[config.mk]
export PLATFORM = sky130hd
export DESIGN_NAME = decode_stage
export DESIGN_NICKNAME = d
export VERILOG_FILES = /design/src/cpu_pkg.sv /design/src/decode_stage.sv
export SDC_FILE = /design/constraint.sdc
export NUM_CORES = 1
export LEC_CHECK = 0
export ABC_AREA = 1
export BUFFER_PORTS_ARGS = -buffer_cell sky130_fd_sc_hd__buf_2
export CORE_AREA = 2 2 89 91
export CTS_BUF_LIST = sky130_fd_sc_hd__clkbuf_8
export DETAILED_ROUTE_END_ITERATION = 8
export DIE_AREA = 0 0 91 93
export GPL_TIMING_DRIVEN = 1
export PLACE_DENSITY_LB_ADDON = 0.25
export REMOVE_ABC_BUFFERS = 1
export SLEW_MARGIN = 20
export SYNTH_ARGS = -nofsm -noshare
export SYNTH_HDL_FRONTEND = slang
export SYNTH_SLANG_ARGS = --single-unit
[constraint.sdc]
create_clock -name clk -period 0.9 [get_ports clk]
set_input_delay 0.045 -clock clk [delete_from_list [all_inputs] [get_ports clk]]
set_output_delay 0.045 -clock clk [all_outputs]
set_load 0.05 [all_outputs]
[src/cpu_pkg.sv]
package cpu_pkg;

  // Datapath widths
  localparam int WORD_BITS  = 32;
  localparam int INST_BITS  = 32;
  localparam int REGNO_BITS = 4;
  localparam int IMM_BITS   = 16;
  localparam int OP1_BITS   = 6;
  localparam int OP2_BITS   = 8;

  typedef logic [WORD_BITS-1:0]  word_t;
  typedef logic [INST_BITS-1:0]  inst_t;
  typedef logic [REGNO_BITS-1:0] regno_t;
  typedef logic [IMM_BITS-1:0]   imm_t;
  typedef logic [OP1_BITS-1:0]   op1_t;
  typedef logic [OP2_BITS-1:0]   op2_t;
  typedef logic                  alu_src_t;
  typedef logic                  wr_src_t;

  // Instruction field positions
  localparam int OP1_MSB = 31;
  localparam int OP1_LSB = 26;
  localparam int OP2_MSB = 25;
  localparam int OP2_LSB = 18;
  localparam int IMM_MSB = 23;
  localparam int IMM_LSB = 8;
  localparam int RD_MSB  = 11;
  localparam int RD_LSB  = 8;
  localparam int RS_MSB  = 7;
  localparam int RS_LSB  = 4;
  localparam int RT_MSB  = 3;
  localparam int RT_LSB  = 0;

  // Primary opcodes
  localparam op1_t OP1_ALUR = 6'b000000;
  localparam op1_t OP1_LW   = 6'b010010;
  localparam op1_t OP1_SW   = 6'b011010;
  localparam op1_t OP1_ADDI = 6'b100000;
  localparam op1_t OP1_ANDI = 6'b100100;
  localparam op1_t OP1_ORI  = 6'b100101;
  localparam op1_t OP1_XORI = 6'b100110;

  // Secondary opcodes, ALUR only
  localparam op2_t OP2_EQ   = 8'b00001000;
  localparam op2_t OP2_LT   = 8'b00001001;
  localparam op2_t OP2_LE   = 8'b00001010;
  localparam op2_t OP2_NE   = 8'b00001011;
  localparam op2_t OP2_ADD  = 8'b00100000;
  localparam op2_t OP2_AND  = 8'b00100100;
  localparam op2_t OP2_OR   = 8'b00100101;
  localparam op2_t OP2_XOR  = 8'b00100110;
  localparam op2_t OP2_SUB  = 8'b00101000;
  localparam op2_t OP2_NAND = 8'b00101100;
  localparam op2_t OP2_NOR  = 8'b00101101;
  localparam op2_t OP2_NXOR = 8'b00101110;
  localparam op2_t OP2_RSHF = 8'b00110000;
  localparam op2_t OP2_LSHF = 8'b00110001;

  // Second ALU operand
  localparam alu_src_t SRC_RT_CONT = 1'b0;
  localparam alu_src_t SRC_SXT_IMM = 1'b1;

  // Register write source
  localparam wr_src_t WR_ALU = 1'b0;
  localparam wr_src_t WR_MEM = 1'b1;

  // Storage sizes
  localparam int DMEM_WORDS   = 256;
  localparam int DMEM_IDX_MSB = 9;   // Word index within a byte address
  localparam int DMEM_IDX_LSB = 2;
  localparam int REG_WORDS    = 16;

endpackage

[src/decode_stage.sv]
`timescale 1ns/10ps

module decode_stage
  import cpu_pkg::*;
(
  input  logic     clk,
  input  logic     reset,
  input  logic     inst_valid,
  input  inst_t    inst,
  output regno_t   rs_regno,
  output regno_t   rt_regno,
  input  word_t    rs_val,
  input  word_t    rt_val,
  output logic     d_valid,
  output op1_t     d_op1,
  output op2_t     d_op2,
  output word_t    d_rs_val,
  output word_t    d_rt_val,
  output word_t    d_imm,
  output regno_t   d_rt_regno,
  output regno_t   d_rd_regno,
  output alu_src_t d_alu_src,
  output logic     d_dst_rd,
  output logic     d_mem_we,
  output logic     d_reg_we,
  output wr_src_t  d_wr_src
);

  op1_t     op1;
  op2_t     op2;
  imm_t     imm;
  regno_t   rd_regno;
  word_t    sxt_imm;
  alu_src_t alu_src;
  logic     dst_rd;
  logic     mem_we;
  logic     reg_we;
  wr_src_t  wr_src;

  // Field split
  assign op1      = inst[OP1_MSB:OP1_LSB];
  assign op2      = inst[OP2_MSB:OP2_LSB];
  assign imm      = inst[IMM_MSB:IMM_LSB];
  assign rd_regno = inst[RD_MSB:RD_LSB];
  assign rs_regno = inst[RS_MSB:RS_LSB];
  assign rt_regno = inst[RT_MSB:RT_LSB];

  assign sxt_imm = {{(WORD_BITS-IMM_BITS){imm[IMM_BITS-1]}}, imm};

  // Control generator, unknown op1 leaves both write enables low
  always_comb begin
    alu_src = SRC_RT_CONT;
    dst_rd  = 1'b0;
    mem_we  = 1'b0;
    reg_we  = 1'b0;
    wr_src  = WR_ALU;
    case (op1)
      OP1_ALUR: begin
        dst_rd = 1'b1;   // Writes rd
        reg_we = 1'b1;
      end
      OP1_LW: begin
        alu_src = SRC_SXT_IMM;
        reg_we  = 1'b1;
        wr_src  = WR_MEM;
      end
      OP1_SW: begin
        alu_src = SRC_SXT_IMM;
        mem_we  = 1'b1;
      end
      OP1_ADDI, OP1_ANDI, OP1_ORI, OP1_XORI: begin
        alu_src = SRC_SXT_IMM;
        reg_we  = 1'b1;
      end
      default: ;
    endcase
  end

  always_ff @(posedge clk or posedge reset) begin
    if (reset) begin
      d_valid  <= 1'b0;
      d_mem_we <= 1'b0;
      d_reg_we <= 1'b0;
    end else begin
      d_valid  <= inst_valid;
      d_mem_we <= inst_valid && mem_we;   // Idle slots never write
      d_reg_we <= inst_valid && reg_we;
    end
  end

  // Payload of the decode buffer
  always_ff @(posedge clk) begin
    d_op1      <= op1;
    d_op2      <= op2;
    d_rs_val   <= rs_val;
    d_rt_val   <= rt_val;
    d_imm      <= sxt_imm;
    d_rt_regno <= rt_regno;
    d_rd_regno <= rd_regno;
    d_alu_src  <= alu_src;
    d_dst_rd   <= dst_rd;
    d_wr_src   <= wr_src;
  end

  a_one_write_kind: assert property (
    @(posedge clk) disable iff (reset) !(d_mem_we && d_reg_we));

endmodule

### Word level (Yosys, flattened, before mapping)

Cells that the tools add are included.

* word-level logic and storage cells: 29
* memory bits (read-only): 0
* bits in writable memories: 0
* bits in latches: 0
* memories kept: 0
* register bits: 108

* bitwise gates (word level): 0
* multiplexer cells: 5
* multiply operators: 0
* order comparisons: 0
* div/mod/pow operators: 0
* shift operators: 0
* reduce and logical (&&, ||, !) cells: 5
* add/sub/neg operators: 0
* equal/unequal tests: 6

Operator list (count)
* 6-bit == test, second input constant: 4
* 6-bit by 5-bit == test with 1-bit output, second input constant: 2
* 6-bit OR reduction: 2
* 6-bit zero test: 1
* 1-bit two-way mux: 5
* 1-bit logical AND: 2

### Logic depth before layout (Yosys ltp)

Gate-level depths: netlist (run 1).

* word-level depth: 4
* gate-level depth with buffers: 7

### Worst setup path after synthesis (run 1)

Ideal clock, no wire load.

* kind: register to output
* start point: reg, netlist name d_op2[5]
* end point: out d_imm[16]
* stages on the path, launching flop included: 2
* path buffers: 1
* setup slack: -339 ps
* arrival: 1194 ps
* path through: dfxtp_1 -> buf_4

RTL lines
* to (decl): RTL line decode_stage.sv:19 `output word_t d_imm,`

==> results_tabular.tex, run 1 <==
\begin{tabular}{lr}
\hline
Metric & Value \\
\hline
\multicolumn{2}{l}{\textbf{Place}} \\
Weighted congestion at the end of routability-driven global placement & between 0.7 and 0.8 \\
Input/output buffers & approximately 220 \\
Post-detailed-placement cell area & between 3000 and 4000 um2 \\
HPWL after detailed placement & 4462 um \\
\multicolumn{2}{l}{\textbf{GRT}} \\
Wire length of the first global-routing pass & approximately 13000 um \\
Via count of the first global-routing pass & 2411 \\
Antenna violations before repair & 2 \\
Overall global routing resource usage & between 10\% and 20\% \\
Total overflow reported by the global router & 0 \\
Largest net degree at the start of global routing & 18 \\
\multicolumn{2}{l}{\textbf{Die}} \\
Number of top-level pins & about 230 \\
Number of placement rows & 32 \\
Height of the chip & slightly above 90 um \\
Initial core utilization & 31.33\% \\
Floorplan die width & just over 90 um \\
Floorplan die area & roughly 8500 um2 \\
Core Footprint & about 7500 um2 \\
\multicolumn{2}{l}{\textbf{Routing}} \\
1st-pass router iterations & 4 \\
Antenna Nets Post-Route & 0 \\
\# DRC & 0 \\
DRT Wirelength & 9503 um \\
Routed wire length per instance & $\sim$17 um \\
Violation count after the first detailed-route iteration & 19 \\
Number of vias per cell after detailed routing & about 4.0 \\
Via count & 2241 \\
\multicolumn{2}{l}{\textbf{Pwr}} \\
Overall power after layout & approximately 10 mW \\
Leakage component of the power & around 2.8 nW \\
Power per cell area & 1738 nW/um2 \\
Worst IR Drop VDD & between 1000 and 1500 uV \\
\multicolumn{2}{l}{\textbf{STA}} \\
Remaining max-slew budget at the tightest pin & approximately 83\% \\
RSZ-0062 raised after global routing & yes \\
Worst-Margin Slew & between 0.2 and 0.3 ns \\
Final critical delay including setup and external delays & $\sim$1.1 ns \\
Final-report hold violation count & 0 \\
Final worst-path cycle share & 123.3\% \\
Setup slack of the critical path after layout & -0.2100 ns \\
Max Slew Vio Count & 0 \\
Final setup viols & 40 \\
Highest attainable clock frequency & around 0.9 GHz \\
\multicolumn{2}{l}{\textbf{Critical path}} \\
Slowest library cell on the worst path & dfxtp\_4 \\
Crit-path max cell delay & around 0.40 ns \\
Worst Path Max Fanout & 9 \\
Req. time, crit path & $\sim$0.85 ns \\
Critical Path End Type & output pin \\
Crit-path cells & buf\_16 > buf\_8 \\
Worst setup path class & reg2out \\
Category of the worst setup path launch point & flip-flop \\
Critical Path AT & $\sim$1.1 ns \\
\multicolumn{2}{l}{\textbf{Yosys}} \\
Post-Synthesis Mean Instance Area & between 10 and 15 um2 \\
Synthesis Warnings & 0 \\
Proportion of netlist area held by the largest area contributor & between 80\% and 90\% \\
Post-synthesis cell count & 162 \\
Mapped cell area & around 2400 um2 \\
Synth Register Bits & 98 \\
Top cells by area, synth & dfxtp\_1 (81\%), buf\_4 (11\%), dfrtp\_1 (3.2\%), inv\_1 (1.3\%), nand2\_1 (1.3\%) \\
Unique cell type count in the Yosys netlist & 11 \\
Yosys top cell by area & dfxtp\_1 \\
Part of the Yosys area used for sequential elements & a little over four fifths \\
\multicolumn{2}{l}{\textbf{Final layout}} \\
Layout overhead on the synthesized area & 150.6\% \\
Final design utilization & between 70\% and 80\% \\
Count of filler cells inserted in the layout & 431 \\
Net total in the final layout & around 560 \\
Layout Cell Area excl Fill & between 5000 and 6000 um2 \\
Register cell area after layout & roughly 2100 um2 \\
Layout cell share with drive strength beyond 1 & between 70 and 80\% \\
Area of the multi-input gates & around 130 um2 \\
\multicolumn{2}{l}{\textbf{Clock network}} \\
Root Buffer Master & clkbuf\_8 \\
Number of clock sinks & slightly below 100 \\
Number of buffers on the longest clock path & 2 \\
Num CTS Buffers & 9 \\
TritonCTS clock tree & done \\
Number of H-tree levels & 3 \\
Post-CTS Repair Setup Buffers & 0 \\
Clock slew at the register clock pins of the worst setup and hold paths & 0.09 ns \\
\multicolumn{2}{l}{\textbf{Job}} \\
Number of max-cap violations & 0 \\
\multicolumn{2}{l}{\textbf{Min path}} \\
Path class of the lowest-slack min-delay path & in2reg \\
\multicolumn{2}{l}{\textbf{Outcome}} \\
Violations in the final reports & setup timing \\
Result of the run & finished, violations left \\
\hline
\end{tabular}
-- synth_stat cells --
cell type	instances
nor2_2	1
nand3_1	3
nor3_1	1
dfxtp_1	95
nand4_1	1
dfrtp_1	3
inv_1	8
nand3b_1	1
nor2_1	7
buf_4	34
nand2_1	8
-- registers in the layout, summed over array words and instances (netlist names), 3 cells and up --
signal and cells:
d_op2 3, d_rt_val 32, d_op1 6, d_rs_val 32
d_rt_regno 4, d_rd_regno 3, d_imm 12
-- metal layers --
| metal | share of wire [%] | routed length [um] | global-route usage [%] | vias to the layer above |
|---|---|---|---|---|
| met4 | 1.7 | 157 | 7.071 | 0 |
| met1 | 30 | 2856 | 17.52 | 1042 |
| met3 | 6.4 | 605 | 5.399 | 14 |
| li1 | - | - | - | 1057 |
| met2 | 62 | 5883 | 41.54 | 128 |
| met5 | 0 | 0 | 0 | - |
-- cell type report --
| type | instances | share of cell area [%] |
|---|---|---|
| Inverter | 8 | 0.5082 |
| Antenna cell | 2 | 0.08469 |
| Tap cell | 102 | 2.160 |
| Clock buffer | 10 | 2.329 |
| Multi-Input combinational cell | 22 | 2.138 |
| Timing Repair Buffer | 319 | 55.79 |
| Clock inverter | 6 | 1.186 |
| Sequential cell | 98 | 35.80 |
-- cell usage in the layout (no fill, tap or decap), drive strengths merged, types with 2 or more instances in the layout --
cell type,Yosys,layout
dlymetal6s4s,0,4
dfrtp,3,3
nor2,8,8
nand2,8,8
buf,34,224
inv,8,12
nand3,3,3
diode,0,2
clkbuf,0,10
dlygate4sd3,0,91
dfxtp,95,95
-- power breakdown --
group / switching [mW] / internal [mW] / leakage, nW
Sequential: 0.164 / 4.60 / 0.845
Clock: 1.53 / 1.40 / 0.108
Combinational: 1.40 / 1.18 / 1.84
-- logic make-up after synthesis --
group	after synthesis	synth area share, %
flops	98	83.82
simple gates	22	4.085
buf+inv	42	12.10
-- path summary, 6_finish.rpt --
| check | endpoint | startpoint | cells past startpoint | slack (ns) |
|---|---|---|---|---|
| setup / recovery | d_imm[28] | d_op2[5] | 2 | -0.21 |
| max in group asynchronous | d_mem_we | reset | 3 | 0.62 |
| min in group asynchronous | d_reg_we | reset | 3 | 0.15 |
| hold / removal | d_op1[1] | inst[27] | 2 | 0.04 |
-- repair_timing --
item                                    in CTS  in global routing
hold buffers                                95                  0
resized for setup                          383                 91
endpoints found under the setup margin     124                125
pin swaps                                    0                  4
hold endpoints to repair                    99                  0
cloned                                       1                  0
-- worst max-delay path, delay by kind of cell, from the launching register on --
family	cells	cell delay, ns
flip-flops	1	0.40
buffers and inverters	2	0.32
-- through the flow --
step / setup TNS, ns / hold slack, ns / setup slack [ns] / std cells
6_report: -3.899 / 0.03964 / -0.2100 / 567
5_1_grt: -6.781 / 0.01849 / -0.2554 / 567
4_1_cts: -4.712 / 0.01056 / -0.2179 / 565
3_5_place_dp: 0 / -0.08257 / 0.09639 / 453
3_3_place_gp: 0 / -0.08667 / 0.1059 / 453
2_1_floorplan: -94.71 / -0.2014 / -5.208 / 128
(Power assumes the default switching activity.)
==> run 2: changes to the inputs <==
--- a/config.mk
+++ b/config.mk
@@ -7,6 +7,7 @@
 export LEC_CHECK = 0
 export ABC_AREA = 1
 export BUFFER_PORTS_ARGS = -buffer_cell sky130_fd_sc_hd__buf_2
+export CAP_MARGIN = 20
 export CORE_AREA = 2 2 89 91
 export CTS_BUF_LIST = sky130_fd_sc_hd__clkbuf_8
 export DETAILED_ROUTE_END_ITERATION = 8
@@ -14,7 +15,9 @@
 export GPL_TIMING_DRIVEN = 1
 export PLACE_DENSITY_LB_ADDON = 0.25
 export REMOVE_ABC_BUFFERS = 1
+export SETUP_SLACK_MARGIN = 0.3
 export SLEW_MARGIN = 20
 export SYNTH_ARGS = -nofsm -noshare
 export SYNTH_HDL_FRONTEND = slang
 export SYNTH_SLANG_ARGS = --single-unit
+export TNS_END_PERCENT = 30
==> results_tabular.tex, run 2 (synthesis results as in run 1) <==
\begin{tabular}{lr}
\hline
Metric & Value \\
\hline
\multicolumn{2}{l}{\textbf{Outcome}} \\
Result of the run & finished, violations left \\
Violations in the final reports & hold timing, setup timing \\
\multicolumn{2}{l}{\textbf{Critical path}} \\
Worst setup path class & reg2out \\
Worst Path Max Fanout & 9 (unchanged) \\
First element of the critical path & d\_op2[5] \\
Critical Path AT & 1.08 ns (+0.02 ns) \\
Crit-path max cell delay & 0.40 ns (about the same) \\
Slowest library cell on the worst path & dfxtp\_4 \\
Crit-path cells & buf\_16 > buf\_8 \\
Critical Path End Type & output pin \\
Req. time, crit path & 0.85 ns (about the same) \\
Category of the worst setup path launch point & flip-flop \\
\multicolumn{2}{l}{\textbf{Pwr}} \\
Power per cell area & 1740 nW/um2 (+0.10\%) \\
Leakage component of the power & 2.792 nW (-0.10\%) \\
Worst IR Drop VDD & 1009 uV (-7.7\%) \\
Overall power after layout & 10.28 mW (about the same) \\
\multicolumn{2}{l}{\textbf{Final layout}} \\
Commonest non-fill, non-tap cells in the layout & buf\_8 (101), buf\_2 (98), dlygate4sd3\_1 (92) \\
Antenna diodes & 0 (-2) \\
Largest registers ranked by flip-flop count & d\_rs\_val (32), d\_rt\_val (32), d\_imm (12) \\
Layout cell share with drive strength beyond 1 & 73.00\% (-1.3 points) \\
Final design utilization & 78.47\% (about the same) \\
Count of filler cells inserted in the layout & 445 (+3.2\%) \\
Layout overhead on the synthesized area & 150.5\% (about the same) \\
Net total in the final layout & 557 (unchanged) \\
Leading cell type in the layout, fill and taps excluded & buf\_8 \\
\multicolumn{2}{l}{\textbf{Routing}} \\
Via count & 2217 (-1.1\%) \\
1st-pass router iterations & 4 (unchanged) \\
Routed wire length per instance & 16.41 um (-2.1\%) \\
Number of vias per cell after detailed routing & 3.924 (-0.72\%) \\
Antenna Nets Post-Route & 0 (unchanged) \\
DRT Wirelength & 9274 um (-2.4\%) \\
Violation count after the first detailed-route iteration & 24 (+5) \\
\# DRC & 0 (unchanged) \\
\multicolumn{2}{l}{\textbf{Job}} \\
Number of max-cap violations & 0 (unchanged) \\
\multicolumn{2}{l}{\textbf{STA}} \\
Worst-Margin Slew & 0.2504 ns (-0.0004361 ns) \\
Final-layout worst hold slack & -0.02467 ns (-0.06430 ns) \\
RSZ-0062 raised after global routing & yes \\
Highest attainable clock frequency & 0.8905 GHz (-1.2\%) \\
Final setup viols & 46 (+15\%) \\
Final worst-path cycle share & 124.8\% (+1.4 points) \\
Max Slew Vio Count & 0 (unchanged) \\
Final-report hold violation count & 1 (+1) \\
Setup slack of the critical path after layout & -0.2230 ns (-0.01298 ns) \\
Remaining max-slew budget at the tightest pin & 83.42\% (about the same) \\
Final critical delay including setup and external delays & 1.123 ns (+0.01298 ns) \\
\multicolumn{2}{l}{\textbf{GRT}} \\
Wire length of the first global-routing pass & 13100 um (+4.8\%) \\
Overall global routing resource usage & 20.52\% (+0.76 points) \\
Total overflow reported by the global router & 0 (unchanged) \\
Largest net degree at the start of global routing & 18 (unchanged) \\
Antenna violations before repair & 0 (-2) \\
Via count of the first global-routing pass & 2517 (+4.4\%) \\
\multicolumn{2}{l}{\textbf{Clock network}} \\
Clock slew at the register clock pins of the worst setup and hold paths & 0.09 ns (about the same) \\
Number of H-tree levels & 3 (unchanged) \\
Number of buffers on the longest clock path & 2 (unchanged) \\
Num CTS Buffers & 9 (unchanged) \\
TritonCTS clock tree & done \\
Number of clock sinks & 98 (unchanged) \\
Root Buffer Master & clkbuf\_8 \\
\multicolumn{2}{l}{\textbf{Place}} \\
HPWL after detailed placement & 4462 um (unchanged) \\
Input/output buffers & 222 (unchanged) \\
Weighted congestion at the end of routability-driven global placement & 0.7109 (unchanged) \\
Worst slack, placed & 0.09639 ns (unchanged) \\
\multicolumn{2}{l}{\textbf{Min path}} \\
Path class of the lowest-slack min-delay path & in2reg \\
Hold Startpoint & inst[29] \\
\multicolumn{2}{l}{\textbf{Die}} \\
Number of top-level pins & 231 (unchanged) \\
Floorplan die width & 91 um (unchanged) \\
Initial core utilization & 31.33\% (unchanged) \\
Core Footprint & 7527 um2 (unchanged) \\
Floorplan die area & 8463 um2 (unchanged) \\
Height of the chip & 93 um (unchanged) \\
Number of placement rows & 32 (unchanged) \\
\hline
\end{tabular}
-- run 2: cell types whose count changed in the layout (fill, tap and decap cells not counted), moves of 3 or more --
cell	before	now
buf_2	95	98
buf_6	37	15
buf_8	81	101
dfxtp_2	87	90
dfxtp_4	8	5
dlymetal6s4s_1	4	1
nor2_1	4	7
-- run 2: power breakdown --
| group | leakage, nW | internal, mW | switching, mW |
|---|---|---|---|
| Combinational | 1.84 | 1.19 | 1.39 |
| Clock | 0.108 | 1.40 | 1.53 |
| Sequential | 0.844 | 4.60 | 0.170 |
| Total | 2.79 | 7.19 | 3.08 |
-- run 2: cell type report --
type | instances | area, um2 | area share [%]
repair buffers | 319 | 3337 | 56.49
clock buffers | 10 | 137.6 | 2.330
multi-input cells | 22 | 96.34 | 1.631
flip-flops and latches | 98 | 2108 | 35.69
inverters | 8 | 30.03 | 0.5084
clock inverters | 6 | 70.07 | 1.186
well taps | 102 | 127.6 | 2.161
-- run 2: worst paths after layout --
kind | end | slack (ns) | depth (start not counted)
max | d_imm[28] | -0.22 | 2
max in group asynchronous | d_mem_we | 0.65 | 3
min | d_op1[3] | -0.02 | 2
min in group asynchronous | d_reg_we | 0.11 | 3
-- run 2: worst max-delay path, delay by kind of cell, from the launching register on --
| family | cells | cell delay [ns] |
|---|---|---|
| buf+inv | 2 | 0.32 |
| flops | 1 | 0.40 |
-- run 2: routing by layer --
metal | GRT usage, % | share of wire, % | vias up
met4 | 6.061 | 1.1 | 0
li1 | - | - | 1053
met5 | 0 | 0 | -
met1 | 17.47 | 30 | 1028
met2 | 43.83 | 60 | 124
met3 | 6.688 | 8.5 | 12
-- run 2: repair_timing --
action / 4_1_cts / 5_1_grt
setup endpoints to repair: 124 / 128
pin swaps: 0 / 2
gates cloned: 1 / 0
hold buffers: 94 / 1
buffers inserted: 0 / 1
resized for setup: 446 / 27
hold endpoints to repair: 99 / 4
-- run 2: metrics by stage --
stage | instance area, um2 | hold slack [ns] | setup TNS [ns] | cells
4_1_cts | 5816 | -0.02046 | -4.737 | 564
6_report | 5907 | -0.02467 | -4.265 | 565
5_1_grt | 5907 | -0.01226 | -7.075 | 565
3_5_place_dp | 3349 | -0.08257 | 0 | 453
2_1_floorplan | 2103 | -0.2014 | -94.71 | 128
3_3_place_gp | 3349 | -0.08667 | 0 | 453
