--- config.mk ---
export PLATFORM = sky130hd
export DESIGN_NAME = reg_file
export DESIGN_NICKNAME = d
export VERILOG_FILES = /design/src/cpu_pkg.sv /design/src/reg_file.sv
export SDC_FILE = /design/constraint.sdc
export NUM_CORES = 1
export LEC_CHECK = 0
export BUFFER_PORTS_ARGS = -buffer_cell sky130_fd_sc_hd__buf_2
export CORE_MARGIN = 2
export CORE_UTILIZATION = 40
export CTS_CLUSTER_DIAMETER = 80
export DETAILED_ROUTE_END_ITERATION = 7
export PLACE_DENSITY = 0.57
export SLEW_MARGIN = 25
export SYNTH_ARGS = -nofsm -noshare
export SYNTH_HDL_FRONTEND = slang
export SYNTH_SLANG_ARGS = --single-unit
--- constraint.sdc ---
create_clock -name clk -period 18.25 [get_ports clk]
set_input_delay 3.65 -clock clk [delete_from_list [all_inputs] [get_ports clk]]
set_output_delay 3.65 -clock clk [all_outputs]
set_load 0.01 [all_outputs]
--- src/cpu_pkg.sv ---
package cpu_pkg;

  // Datapath widths
  localparam int WORD_BITS  = 32;
  localparam int INST_BITS  = 32;
  localparam int REGNO_BITS = 4;
  localparam int IMM_BITS   = 16;
  localparam int OP1_BITS   = 6;
  localparam int OP2_BITS   = 8;

  typedef logic [WORD_BITS-1:0]  word_t;
  typedef logic [INST_BITS-1:0]  inst_t;
  typedef logic [REGNO_BITS-1:0] regno_t;
  typedef logic [IMM_BITS-1:0]   imm_t;
  typedef logic [OP1_BITS-1:0]   op1_t;
  typedef logic [OP2_BITS-1:0]   op2_t;
  typedef logic                  alu_src_t;
  typedef logic                  wr_src_t;

  // Instruction field positions
  localparam int OP1_MSB = 31;
  localparam int OP1_LSB = 26;
  localparam int OP2_MSB = 25;
  localparam int OP2_LSB = 18;
  localparam int IMM_MSB = 23;
  localparam int IMM_LSB = 8;
  localparam int RD_MSB  = 11;
  localparam int RD_LSB  = 8;
  localparam int RS_MSB  = 7;
  localparam int RS_LSB  = 4;
  localparam int RT_MSB  = 3;
  localparam int RT_LSB  = 0;

  // Primary opcodes
  localparam op1_t OP1_ALUR = 6'b000000;
  localparam op1_t OP1_LW   = 6'b010010;
  localparam op1_t OP1_SW   = 6'b011010;
  localparam op1_t OP1_ADDI = 6'b100000;
  localparam op1_t OP1_ANDI = 6'b100100;
  localparam op1_t OP1_ORI  = 6'b100101;
  localparam op1_t OP1_XORI = 6'b100110;

  // Secondary opcodes, ALUR only
  localparam op2_t OP2_EQ   = 8'b00001000;
  localparam op2_t OP2_LT   = 8'b00001001;
  localparam op2_t OP2_LE   = 8'b00001010;
  localparam op2_t OP2_NE   = 8'b00001011;
  localparam op2_t OP2_ADD  = 8'b00100000;
  localparam op2_t OP2_AND  = 8'b00100100;
  localparam op2_t OP2_OR   = 8'b00100101;
  localparam op2_t OP2_XOR  = 8'b00100110;
  localparam op2_t OP2_SUB  = 8'b00101000;
  localparam op2_t OP2_NAND = 8'b00101100;
  localparam op2_t OP2_NOR  = 8'b00101101;
  localparam op2_t OP2_NXOR = 8'b00101110;
  localparam op2_t OP2_RSHF = 8'b00110000;
  localparam op2_t OP2_LSHF = 8'b00110001;

  // Second ALU operand
  localparam alu_src_t SRC_RT_CONT = 1'b0;
  localparam alu_src_t SRC_SXT_IMM = 1'b1;

  // Register write source
  localparam wr_src_t WR_ALU = 1'b0;
  localparam wr_src_t WR_MEM = 1'b1;

  // Storage sizes
  localparam int DMEM_WORDS   = 256;
  localparam int DMEM_IDX_MSB = 9;   // Word index within a byte address
  localparam int DMEM_IDX_LSB = 2;
  localparam int REG_WORDS    = 16;

endpackage

--- src/reg_file.sv ---
`timescale 1ns/10ps

module reg_file
  import cpu_pkg::*;
(
  input  logic   clk,
  input  logic   reset,
  input  regno_t rs_regno,
  input  regno_t rt_regno,
  output word_t  rs_val,
  output word_t  rt_val,
  input  logic   wr_en,
  input  regno_t wr_regno,
  input  word_t  wr_data
);

  word_t regs [REG_WORDS];

  logic rs_hit;
  logic rt_hit;

  // Register being written this cycle is seen by the reader
  assign rs_hit = wr_en && (wr_regno == rs_regno);
  assign rt_hit = wr_en && (wr_regno == rt_regno);

  assign rs_val = rs_hit ? wr_data : regs[rs_regno];
  assign rt_val = rt_hit ? wr_data : regs[rt_regno];

  always_ff @(posedge clk or posedge reset) begin
    if (reset) begin
      for (int i = 0; i < REG_WORDS; i++) begin
        regs[i] <= '0;
      end
    end else if (wr_en) begin
      regs[wr_regno] <= wr_data;
    end
  end

  // Written value must be visible on the next read of that register
  property p_write_lands;
    regno_t r;
    @(posedge clk) disable iff (reset)
      (wr_en, r = wr_regno) ##1 (rs_regno == r && !(wr_en && wr_regno == r))
        |-> rs_val == $past(wr_data);
  endproperty
  a_write_lands: assert property (p_write_lands);

endmodule

Yosys cells after proc, flatten, opt, wreduce, memory -nomap -nowiden
Index checks and enable logic that the tools add are counted.
- $lt $le $gt $ge: 4
- eq/ne operators: 2
- muxes and demuxes: 11
- bitwise logic cells: 3
- reduce and logical (&&, ||, !) cells: 3
- operators with widths (kind ; number):
    512-bit bitwise mux ; 1
    32-bit binary-select mux with 4-bit select ; 2
    32-bit two-way mux ; 7
    32-bit demux with 4-bit select ; 1
    5-bit >= comparator, second input constant ; 3
    4-bit inverter with 5-bit output ; 3
    4-bit == test ; 2
    5-bit by 1-bit less-than comparator with 1-bit output, second input constant ; 1
    1-bit logical AND ; 3
- register bits: 512
- input port bits: 47
- output and inout port bits: 64
- word-level logic and storage cells: 39

Logic depth before layout (Yosys ltp)
Gate-level depths: netlist of run 1.
- depth in word-level cells: 6
- depth in mapped cells: 7

Worst setup path after synthesis of run 1
No wires, ideal clock.
- kind: input to output
- start point: input rs_regno[0]
- end point: output rs_val[10]
- arrival: 5.200 ns
- required time: 14.600 ns
- slack: 9.400 ns
- stages: 6
- cells stage by stage: buf_2 -> buf_2 -> mux4_2 -> a22oi_1 -> nand2_1 -> mux2_2
- longest elaborated chain between the ends: 5
- RTL lines (what ; line ; source):
    start: declaration ; reg_file.sv:8 ; input regno_t rs_regno,
    4-bit inverter with 5-bit output (implied by the code) ; reg_file.sv:26 ; assign rs_val = rs_hit ? wr_data : regs[rs_regno];
    32-bit binary-select mux with 4-bit select ; reg_file.sv:26 ;
    32-bit two-way mux (implied by the code) (2 in a row) ; reg_file.sv:26 ;
    32-bit two-way mux (*) ; reg_file.sv:26 ;
    end: declaration ; reg_file.sv:10 ; output word_t rs_val,
Mark *: on every way between the ends. The rest lies on a longest branch, timed or not. The select of a mux whose other input is x is not followed.

Worst setup path after layout of run 1
- start point: input rs_regno[0]
- end point: output rs_val[18]
Same word-level chain as after synthesis.

==> impl_metrics.py, run 1 <==
metrics = {
    "timing": {
        "maxSlewViolCount": 0,
        "worst_pin_slew_ns": 1.026,
        "rsz0062_at_grt": "no",
        "fmax_ghz": 0.09771,
        "setup_tns_ns": 0,
        "fin_worst_skew_ns": 0,
        "period_needed_ns": 10.23,
        "finalHoldViolCount": 0,
        "finalSetupViolCount": 0,
        "layout_worst_path_cycle_share_pct": 56.08,
        "slew_headroom_pct": 31.61,
    },
    "outcome": {
        "outcome": "finished clean",
    },
    "floorplanning": {
        "die_x_um": 265.3,
        "fp.dieH_um": 265.3,
        "rows": 95,
        "start_util_pct": 40.53,
        "pin_count": 111,
        "core_area_mm2": 0.06740,
        "dieArea_mm2": 0.07040,
    },
    "clocking": {
        "post_cts_buffers": 0,
        "cts_tree": "built",
        "clock-root-buffer": "clkbuf_16",
        "path_clk_slew_ns": 0.06,
        "cts_buffer_depth": 3,
        "clock_tree.htree_level_count": 2,
        "cts.repair.resized": 0,
        "cts-hold-fix-buffers": 0,
        "cts_buffers": 59,
        "clock_latency_ns": 0.61,
        "cts_sinks": 512,
    },
    "power": {
        "seq_power_share_pct": 43.2,
        "p_sw_share_pct": 27.16,
        "comb_power_share_pct": 22.6,
        "p_sw_uw": 998.2,
        "irDropWorstVdd_uv": 66.93,
        "power.leakage_nw": 12.77,
        "internal-power_mw": 2.677,
        "power_frac_clock_pct": 34.2,
        "power_density_mw_per_mm2": 119.3,
    },
    "logic_synthesis": {
        "synthArstFlopShare_pct": 100.0,
        "syn_avg_cell_area_um2": 15.57,
        "yosysUniqueCellTypes": 21,
        "postSynthCellCount": 1755,
        "synth_nets": 1802,
        "synthFlopType": "dfrtp_1",
        "synth_edf_count": 0,
        "synth-seq-cells": 512,
        "ys_seq_area_share_pct": 46.90,
        "synth_area_mm2": 0.02732,
        "yosys_warnings": 0,
    },
    "min_path": {
        "holdPathStages": 1,
        "hp-class": "reg -> reg",
        "hold_path.startpoint": "regs[242]$_DFFE_PP0P_",
        "hold_end": "regs[242]$_DFFE_PP0P_",
    },
    "layout": {
        "top_register": "regs",
        "fin_cells": 2711,
        "final_common_cell": "mux2_2",
        "layout-drive-gt1-share_pct": 59.55,
        "reg_top3": "regs: 512 flops",
        "mostFrequentLayoutCells": "mux2_2, dfrtp_1, mux4_2",
        "fin_nets": 1835,
        "syn2layout_area_growth_pct": 12.72,
        "largest_reg_flops": 512,
    },
    "setup_path": {
        "required_ns": 14.60,
        "r2r-end": "regs[376]$_DFFE_PP0P_",
        "worst-setup-path-type": "in -> out",
        "endpoint_kind": "primary output",
        "reg2reg_slack_ns": 17.44,
        "arrival_ns": 6.58,
        "crit_fanout": 57,
        "startpoint_type": "input port",
        "crit-reg2reg-launch": "regs[376]$_DFFE_PP0P_",
        "r2r_cells": 1,
    },
    "route": {
        "drtIter0Drc": 1204,
        "drt_pass1_iterations": 4,
        "vias": 16660,
        "drtAntennaViolNets": 0,
        "wl_per_cell_um": 29.08,
        "finalWirelength_um": 78830,
        "drc": 0,
        "vias_per_cell": 6.145,
    },
    "placement": {
        "place.port_buffers": 110,
        "numPlacedInstances": 2600,
        "gp_congestion": 0.7473,
        "dp_hpwl_um": 44730,
    },
    "global_routing": {
        "track_usage_pct": 22.68,
        "first_global_vias": 17730,
        "grt_max_degree": 162,
        "grt_pass1_wl_um": 118600,
        "grt.overflow.total": 0,
        "antenna_found_initial": 4,
    },
    "job": {
        "drv_cap": 0,
    },
}
[routing by layer]
metal  global-route usage [%]  wire length (um)
met4                    5.680              1620
met3                    4.110              4309
met1                    31.57             34780
met5                        0                34
met2                    36.93             38090
[power by group through the flow]
stage	clock [mW]	sequential (mW)	combinational, mW
4_1_cts	1.28	1.58	0.840
5_1_grt	1.33	1.62	0.893
3_5_place_dp	0	1.60	0.837
2_1_floorplan	0	1.54	0.662
6_report	1.26	1.59	0.830
3_3_place_gp	0	1.58	0.818
[area by class of cell]
type	instances	area (um2)
Fill cell	5870	36600
Multi-Input combinational cell	1064	13880
Sequential cell	512	12810
Clock buffer	91	1788
Tap cell	873	1092
Timing Repair Buffer	150	919.6
Clock inverter	19	285.3
Inverter	1	11.26
Antenna cell	1	2.502
[worst max-delay path, stage by stage]
cell and delay, ns:
buf_8 0.54, buf_4 0.88, mux4_2 0.59, a22oi_1 0.24
nand2_1 0.17, mux2_2 0.29, buf_2 0.14
[metrics by stage]
stage          total power [mW]  hold WS, ns  setup slack (ns)  util [%]  area [um2]
2_1_floorplan             2.203       0.4701            0.3001         -       27320
5_1_grt                   3.850       0.5336             7.788     45.69       30790
3_3_place_gp              2.397       0.4876             7.938     42.57       28690
3_5_place_dp              2.438       0.5041             7.968     42.60       28710
6_report                  3.675       0.5186             8.016     45.69       30790
4_1_cts                   3.702       0.5175             7.963     45.68       30780
[Yosys cell counts, drive strengths merged (5+ instances only)]
| cell type | n | area share [%] |
|---|---|---|
| clkbuf | 81 | 1.1 |
| mux2 | 576 | 24 |
| nand2 | 66 | 0.91 |
| xor2 | 6 | 0.19 |
| nor2b | 5 | 0.11 |
| nor2 | 12 | 0.16 |
| dfrtp | 512 | 47 |
| buf | 97 | 1.7 |
| nand2b | 5 | 0.11 |
| a22oi | 124 | 3.4 |
| mux4 | 258 | 21 |
[worst max-delay path by stage]
stage                 from                  end  slack, ns  cells past startpoint
2_1_floorplan        reset  regs[0]$_DFFE_PP0P_       0.30                      1
3_3_place_gp   rs_regno[0]           rs_val[18]       7.94                      7
3_5_place_dp   rs_regno[0]           rs_val[18]       7.97                      7
4_1_cts        rs_regno[0]           rs_val[18]       7.96                      7
5_1_grt        rs_regno[0]           rs_val[18]       7.79                      7
6_report       rs_regno[0]           rs_val[18]       8.02                      7
[logic make-up after synthesis]
logic type                count (synthesis)  synth area share, %
and+or+nand+nor                          98                1.585
DFF                                     512                46.90
buffers and inverters                   179                2.840
AOI/OAI and AO/OA                       124                3.408
xor gates and xnor gates                  8               0.2565
muxes                                   834                45.01
Power figures use the tool's default switching activity.
==> run 2: changes to the inputs <==
--- a/config.mk
+++ b/config.mk
@@ -10,7 +10,7 @@
 export CORE_UTILIZATION = 40
 export CTS_CLUSTER_DIAMETER = 80
 export DETAILED_ROUTE_END_ITERATION = 7
-export PLACE_DENSITY = 0.57
+export PLACE_DENSITY = 0.55
 export SLEW_MARGIN = 25
 export SYNTH_ARGS = -nofsm -noshare
 export SYNTH_HDL_FRONTEND = slang
==> constraint.sdc (replaced) <==
create_clock -name clk -period 10.6 [get_ports clk]
set_input_delay 2.12 -clock clk [delete_from_list [all_inputs] [get_ports clk]]
set_output_delay 2.12 -clock clk [all_outputs]
set_load 0.01 [all_outputs]
==> run 2 against run 1 <==
  * Register-to-register slack worse by 7.7 ns
  * Global-route usage up 0.40 points
  * Sequential power up 72%
  * Clock power up 69%
  * Critical path depth unchanged
  * Routed wire length up 1.4%
  * Total power up 71%
  * Core utilization about the same
  * Final area about the same
  * Largest cell class unchanged
  * Largest power group unchanged
==> impl_metrics.py, run 2 (synthesized netlist as in run 1, its figures left out) <==
metrics = {
    "power": {
        "power_density_mw_per_mm2": 204.5,
        "p_sw_mw": 1.708,
        "power.leakage_nw": 12.75,
        "p_sw_share_pct": 27.13,
        "seq_power_share_pct": 43.4,
        "internal-power_mw": 4.589,
        "irDropWorstVdd_uv": 124.3,
        "power_frac_clock_pct": 33.8,
        "comb_power_share_pct": 22.8,
    },
    "timing": {
        "fin_worst_skew_ns": 0,
        "slew_headroom_pct": 31.58,
        "setup_tns_ns": 0,
        "worst_pin_slew_ns": 1.026,
        "rsz0062_at_grt": "no",
        "finalSetupViolCount": 0,
        "finalHoldViolCount": 0,
        "fmax_ghz": 0.1416,
        "whs_ns": 0.5006,
        "layout_worst_path_cycle_share_pct": 66.61,
        "maxSlewViolCount": 0,
        "period_needed_ns": 7.061,
    },
    "route": {
        "drtIter0Drc": 1248,
        "drc": 0,
        "vias": 16740,
        "drtAntennaViolNets": 0,
        "drt_pass1_iterations": 5,
        "finalWirelength_um": 79900,
        "vias_per_cell": 6.179,
        "wl_per_cell_um": 29.49,
    },
    "clocking": {
        "cts_sinks": 512,
        "path_clk_slew_ns": 0.06,
        "cts.repair.resized": 0,
        "clock_tree.htree_level_count": 2,
        "post_cts_buffers": 0,
        "cts_buffers": 58,
        "cts_tree": "built",
        "cts_buffer_depth": 3,
        "clock-root-buffer": "clkbuf_16",
        "clock_latency_ns": 0.60,
        "cts-hold-fix-buffers": 0,
    },
    "floorplanning": {
        "rows": 95,
        "start_util_pct": 40.53,
        "dieArea_mm2": 0.07040,
        "pin_count": 111,
        "die_x_um": 265.3,
        "core_area_mm2": 0.06740,
        "fp.dieH_um": 265.3,
    },
    "global_routing": {
        "grt_max_degree": 179,
        "grt_pass1_wl_um": 120300,
        "grt.overflow.total": 0,
        "first_global_vias": 17750,
        "track_usage_pct": 23.08,
        "antenna_found_initial": 1,
    },
    "placement": {
        "place.port_buffers": 110,
        "dp_hpwl_um": 43430,
        "gp_congestion": 0.7559,
    },
    "setup_path": {
        "cp_slowest_cell": "buf_4",
        "arrival_ns": 4.94,
        "path_cells": "buf_8 -> buf_4 -> mux4_2 -> a22oi_1 -> nand2_1 -> mux2_2 -> buf_2",
        "critPathMaxStageDelay_ns": 0.73,
        "worst-setup-path-type": "in -> out",
        "crit_fanout": 64,
        "reg2reg_slack_ns": 9.79,
        "startpoint_type": "input port",
        "endpoint_kind": "primary output",
        "required_ns": 8.48,
    },
    "layout": {
        "mostFrequentLayoutCells": "mux2_2, dfrtp_1, mux4_2",
        "layout-drive-gt1-share_pct": 59.64,
        "fin_nets": 1834,
        "largest_reg_flops": 512,
        "diodes": 0,
        "syn2layout_area_growth_pct": 12.70,
        "reg_top3": "regs: 512 flops",
        "final_common_cell": "mux2_2",
        "n_fill_cell": 5909,
        "top_register": "regs",
    },
    "job": {
        "drv_cap": 0,
    },
    "outcome": {
        "outcome": "finished clean",
    },
    "min_path": {
        "hp-class": "reg -> reg",
    },
}
==> run 2: cell count changes in the layout (fill, tap and decap cells not counted), sizes merged <==
cell      change
clkinvlp      +4
clkinv        +1
clkbuf        -7
diode         -1
bufinv        +1
==> run 2: per-stage QoR <==
| stage | std cells | worst slack, ns | utilization [%] | instance area, um2 | power [mW] |
|---|---|---|---|---|---|
| 6_report | 2709 | 3.539 | 45.68 | 30790 | 6.297 |
| 5_1_grt | 2709 | 3.329 | 45.68 | 30790 | 6.607 |
| 4_1_cts | 2707 | 3.470 | 45.59 | 30730 | 6.352 |
| 3_5_place_dp | 2598 | 3.485 | 42.59 | 28700 | 4.199 |
| 3_3_place_gp | 2598 | 3.455 | 42.59 | 28700 | 4.136 |
| 2_1_floorplan | 1755 | 1.528 | - | 27320 | 3.794 |
==> run 2: power groups by stage <==
stage / logic [mW] / registers (mW) / clock network (mW)
finish: 1.44 / 2.73 / 2.13
global route: 1.55 / 2.79 / 2.27
CTS: 1.45 / 2.72 / 2.18
detailed placement: 1.45 / 2.75 / 0
global placement: 1.42 / 2.72 / 0
floorplan: 1.14 / 2.65 / 0
==> run 2: critical path: cells and delay by family <==
family | cells | cell delay [ns]
AO/OA/AOI/OAI | 1 | 0.24
multiplexers | 2 | 0.86
AND/OR/NAND/NOR | 1 | 0.13
buffers and inverters | 3 | 1.46
==> run 2: metal layers <==
metal	vias up	share of wire, %	global-route usage (%)	routed length [um]
li1	6917	-	-	-
met1	9247	44	32.32	35160
met2	449	49	37.82	38800
met3	124	5.0	3.629	3989
met4	2	2.4	5.741	1929
met5	-	0.016	0	13
==> run 2: path summary, 6_finish.rpt <==
| path | depth (start not counted) | to | start |
|---|---|---|---|
| hold reg to reg | 1 | regs[408]$_DFFE_PP0P_ | regs[408]$_DFFE_PP0P_ |
| setup reg to reg | 1 | regs[240]$_DFFE_PP0P_ | regs[240]$_DFFE_PP0P_ |
| setup / recovery | 7 | rt_val[2] | rt_regno[0] |
| hold / removal | 1 | regs[408]$_DFFE_PP0P_ | regs[408]$_DFFE_PP0P_ |
| min in group asynchronous | 2 | regs[2]$_DFFE_PP0P_ | reset |
| max in group asynchronous | 4 | regs[499]$_DFFE_PP0P_ | reset |
==> run 2: area by class of cell <==
class	count	area, um2	share of cell area [%]
flip-flops and latches	512	12810	41.62
repair buffers	150	964.7	3.133
multi-input cells	1064	13880	45.09
inverters	1	7.507	0.02438
clock buffers	84	1700	5.523
well taps	873	1092	3.548
clock inverters	25	326.6	1.061
==> run 3: changes to the inputs <==
==> constraint.sdc (replaced) <==
create_clock -name clk -period 6.79 [get_ports clk]
set_input_delay 1.358 -clock clk [delete_from_list [all_inputs] [get_ports clk]]
set_output_delay 1.358 -clock clk [all_outputs]
set_load 0.01 [all_outputs]
==> run 3 against run 2 <==
  * Critical path depth stayed put
  * Sequential share of layout area is 0.30 points lower
  * Routed wire length is 0.92% lower
  * Hold slack better by 0.013 ns
  * Sequential power is 56% higher
  * Final area is 0.73% higher
  * Clock-buffer cell count is 6 higher
  * Final cell count is 0.37% higher
  * First-iteration DRC count is 3.9% higher
  * Highest routed layer is now met4
==> impl_metrics.py, run 3 (synthesized netlist as in run 1, its figures left out) <==
metrics = {
    "setup_path": {
        "crit_fanout": 49,
        "endpoint_kind": "primary output",
        "crit_buf_inv": 3,
        "path_cells": "buf_8 -> buf_4 -> mux4_2 -> a22oi_1 -> nand2_1 -> mux2_2 -> buf_2",
        "cp_slowest_cell": "mux4_2",
        "startpoint_type": "input port",
        "required_ns": 5.43,
        "crit_family": "buffers and inverters",
        "arrival_ns": 3.69,
        "critPathMaxStageDelay_ns": 0.54,
        "worst-setup-path-type": "in -> out",
    },
    "floorplanning": {
        "pin_count": 111,
        "dieArea_mm2": 0.07040,
        "rows": 95,
        "start_util_pct": 40.53,
        "core_area_mm2": 0.06740,
        "die_x_um": 265.3,
        "fp.dieH_um": 265.3,
    },
    "route": {
        "drc": 0,
        "drt_pass1_iterations": 4,
        "drtAntennaViolNets": 0,
        "vias_per_cell": 6.150,
        "finalWirelength_um": 79160,
        "vias": 16720,
        "wl_per_cell_um": 29.11,
        "drtIter0Drc": 1297,
    },
    "power": {
        "power_density_mw_per_mm2": 320.2,
        "irDropWorstVdd_uv": 220.7,
        "power.leakage_nw": 12.86,
        "comb_power_share_pct": 22.6,
        "power_frac_clock_pct": 34.4,
        "seq_power_share_pct": 43.0,
        "internal-power_mw": 7.257,
        "p_sw_share_pct": 26.92,
        "p_sw_mw": 2.673,
    },
    "timing": {
        "layout_worst_path_cycle_share_pct": 74.41,
        "finalHoldViolCount": 0,
        "fin_worst_skew_ns": 0,
        "finalSetupViolCount": 0,
        "period_needed_ns": 5.053,
        "setup_ws_ns": 1.737,
        "rsz0062_at_grt": "no",
        "worst_pin_slew_ns": 1.076,
        "fmax_ghz": 0.1979,
        "slew_headroom_pct": 28.12,
        "setup_tns_ns": 0,
        "maxSlewViolCount": 0,
        "whs_ns": 0.5139,
    },
    "placement": {
        "place.port_buffers": 110,
        "gp_congestion": 0.7482,
        "dp_hpwl_um": 43760,
        "preCtsSetupSlack_ns": 1.706,
    },
    "job": {
        "drv_cap": 0,
    },
    "clocking": {
        "cts_sinks": 512,
        "cts.repair.resized": 0,
        "cts-hold-fix-buffers": 0,
        "clock_tree.htree_level_count": 2,
        "cts_buffer_depth": 3,
        "cts_buffers": 59,
        "path_clk_slew_ns": 0.06,
        "clock_latency_ns": 0.64,
        "cts_tree": "built",
        "clock-root-buffer": "clkbuf_16",
        "post_cts_buffers": 0,
    },
    "layout": {
        "final_common_cell": "mux2_2",
        "n_fill_cell": 5856,
        "top_register": "regs",
        "mostFrequentLayoutCells": "mux2_2, dfrtp_1, mux4_2",
        "largest_reg_flops": 512,
        "fin_nets": 1841,
        "layout-drive-gt1-share_pct": 59.89,
        "multi_input_area_mm2": 0.01388,
        "final_core_util_pct": 46.02,
        "reg_top3": "regs: 512 flops",
        "syn2layout_area_growth_pct": 13.52,
        "seq_area_mm2": 0.01281,
    },
    "global_routing": {
        "track_usage_pct": 22.86,
        "grt_pass1_wl_um": 119500,
        "first_global_vias": 17990,
        "grt.overflow.total": 0,
        "antenna_found_initial": 2,
        "grt_max_degree": 170,
    },
    "min_path": {
        "hp-class": "reg -> reg",
    },
    "outcome": {
        "outcome": "finished clean",
    },
}
run 3: final timing paths:
kind / startpoint / to / slack [ns] / cells past startpoint
setup reg to reg: regs[243]$_DFFE_PP0P_ / regs[243]$_DFFE_PP0P_ / 5.98 / 1
hold reg to reg: regs[408]$_DFFE_PP0P_ / regs[408]$_DFFE_PP0P_ / 0.51 / 1
setup / recovery: rs_regno[0] / rs_val[29] / 1.74 / 7
hold / removal: regs[408]$_DFFE_PP0P_ / regs[408]$_DFFE_PP0P_ / 0.51 / 1
max in group asynchronous: reset / regs[239]$_DFFE_PP0P_ / 4.35 / 4
min in group asynchronous: reset / regs[254]$_DFFE_PP0P_ / 0.78 / 2
run 3: power groups by stage:
stage / clock network [mW] / logic, mW / registers [mW]
6_report: 3.41 / 2.25 / 4.27
5_1_grt: 3.63 / 2.42 / 4.37
4_1_cts: 3.49 / 2.27 / 4.25
3_5_place_dp: 0 / 2.26 / 4.30
3_3_place_gp: 0 / 2.22 / 4.25
2_1_floorplan: 0 / 1.78 / 4.14
run 3: final cells by class:
class                   instances  area share (%)
inverters                       1         0.02421
multi-input cells            1064           44.77
diodes                          1        0.008069
clock buffers                  90           5.781
flip-flops and latches        512           41.31
repair buffers                156           3.526
well taps                     873           3.522
clock inverters                22           1.057
run 3: metal layers:
metal	global-route usage, %	up-vias	wire, um
met5	0	-	0
met4	6.306	0	1896
met3	2.749	125	3200
met2	37.95	406	38880
met1	31.89	9237	35190
li1	-	6954	-
run 3: per-stage QoR:
step | total power [mW] | area (um2) | std cells
final | 9.930 | 31010 | 2719
after global routing | 10.41 | 31010 | 2719
after CTS | 10.02 | 30980 | 2717
after detailed placement | 6.568 | 28860 | 2605
after global placement | 6.462 | 28830 | 2604
after floorplan | 5.923 | 27320 | 1755
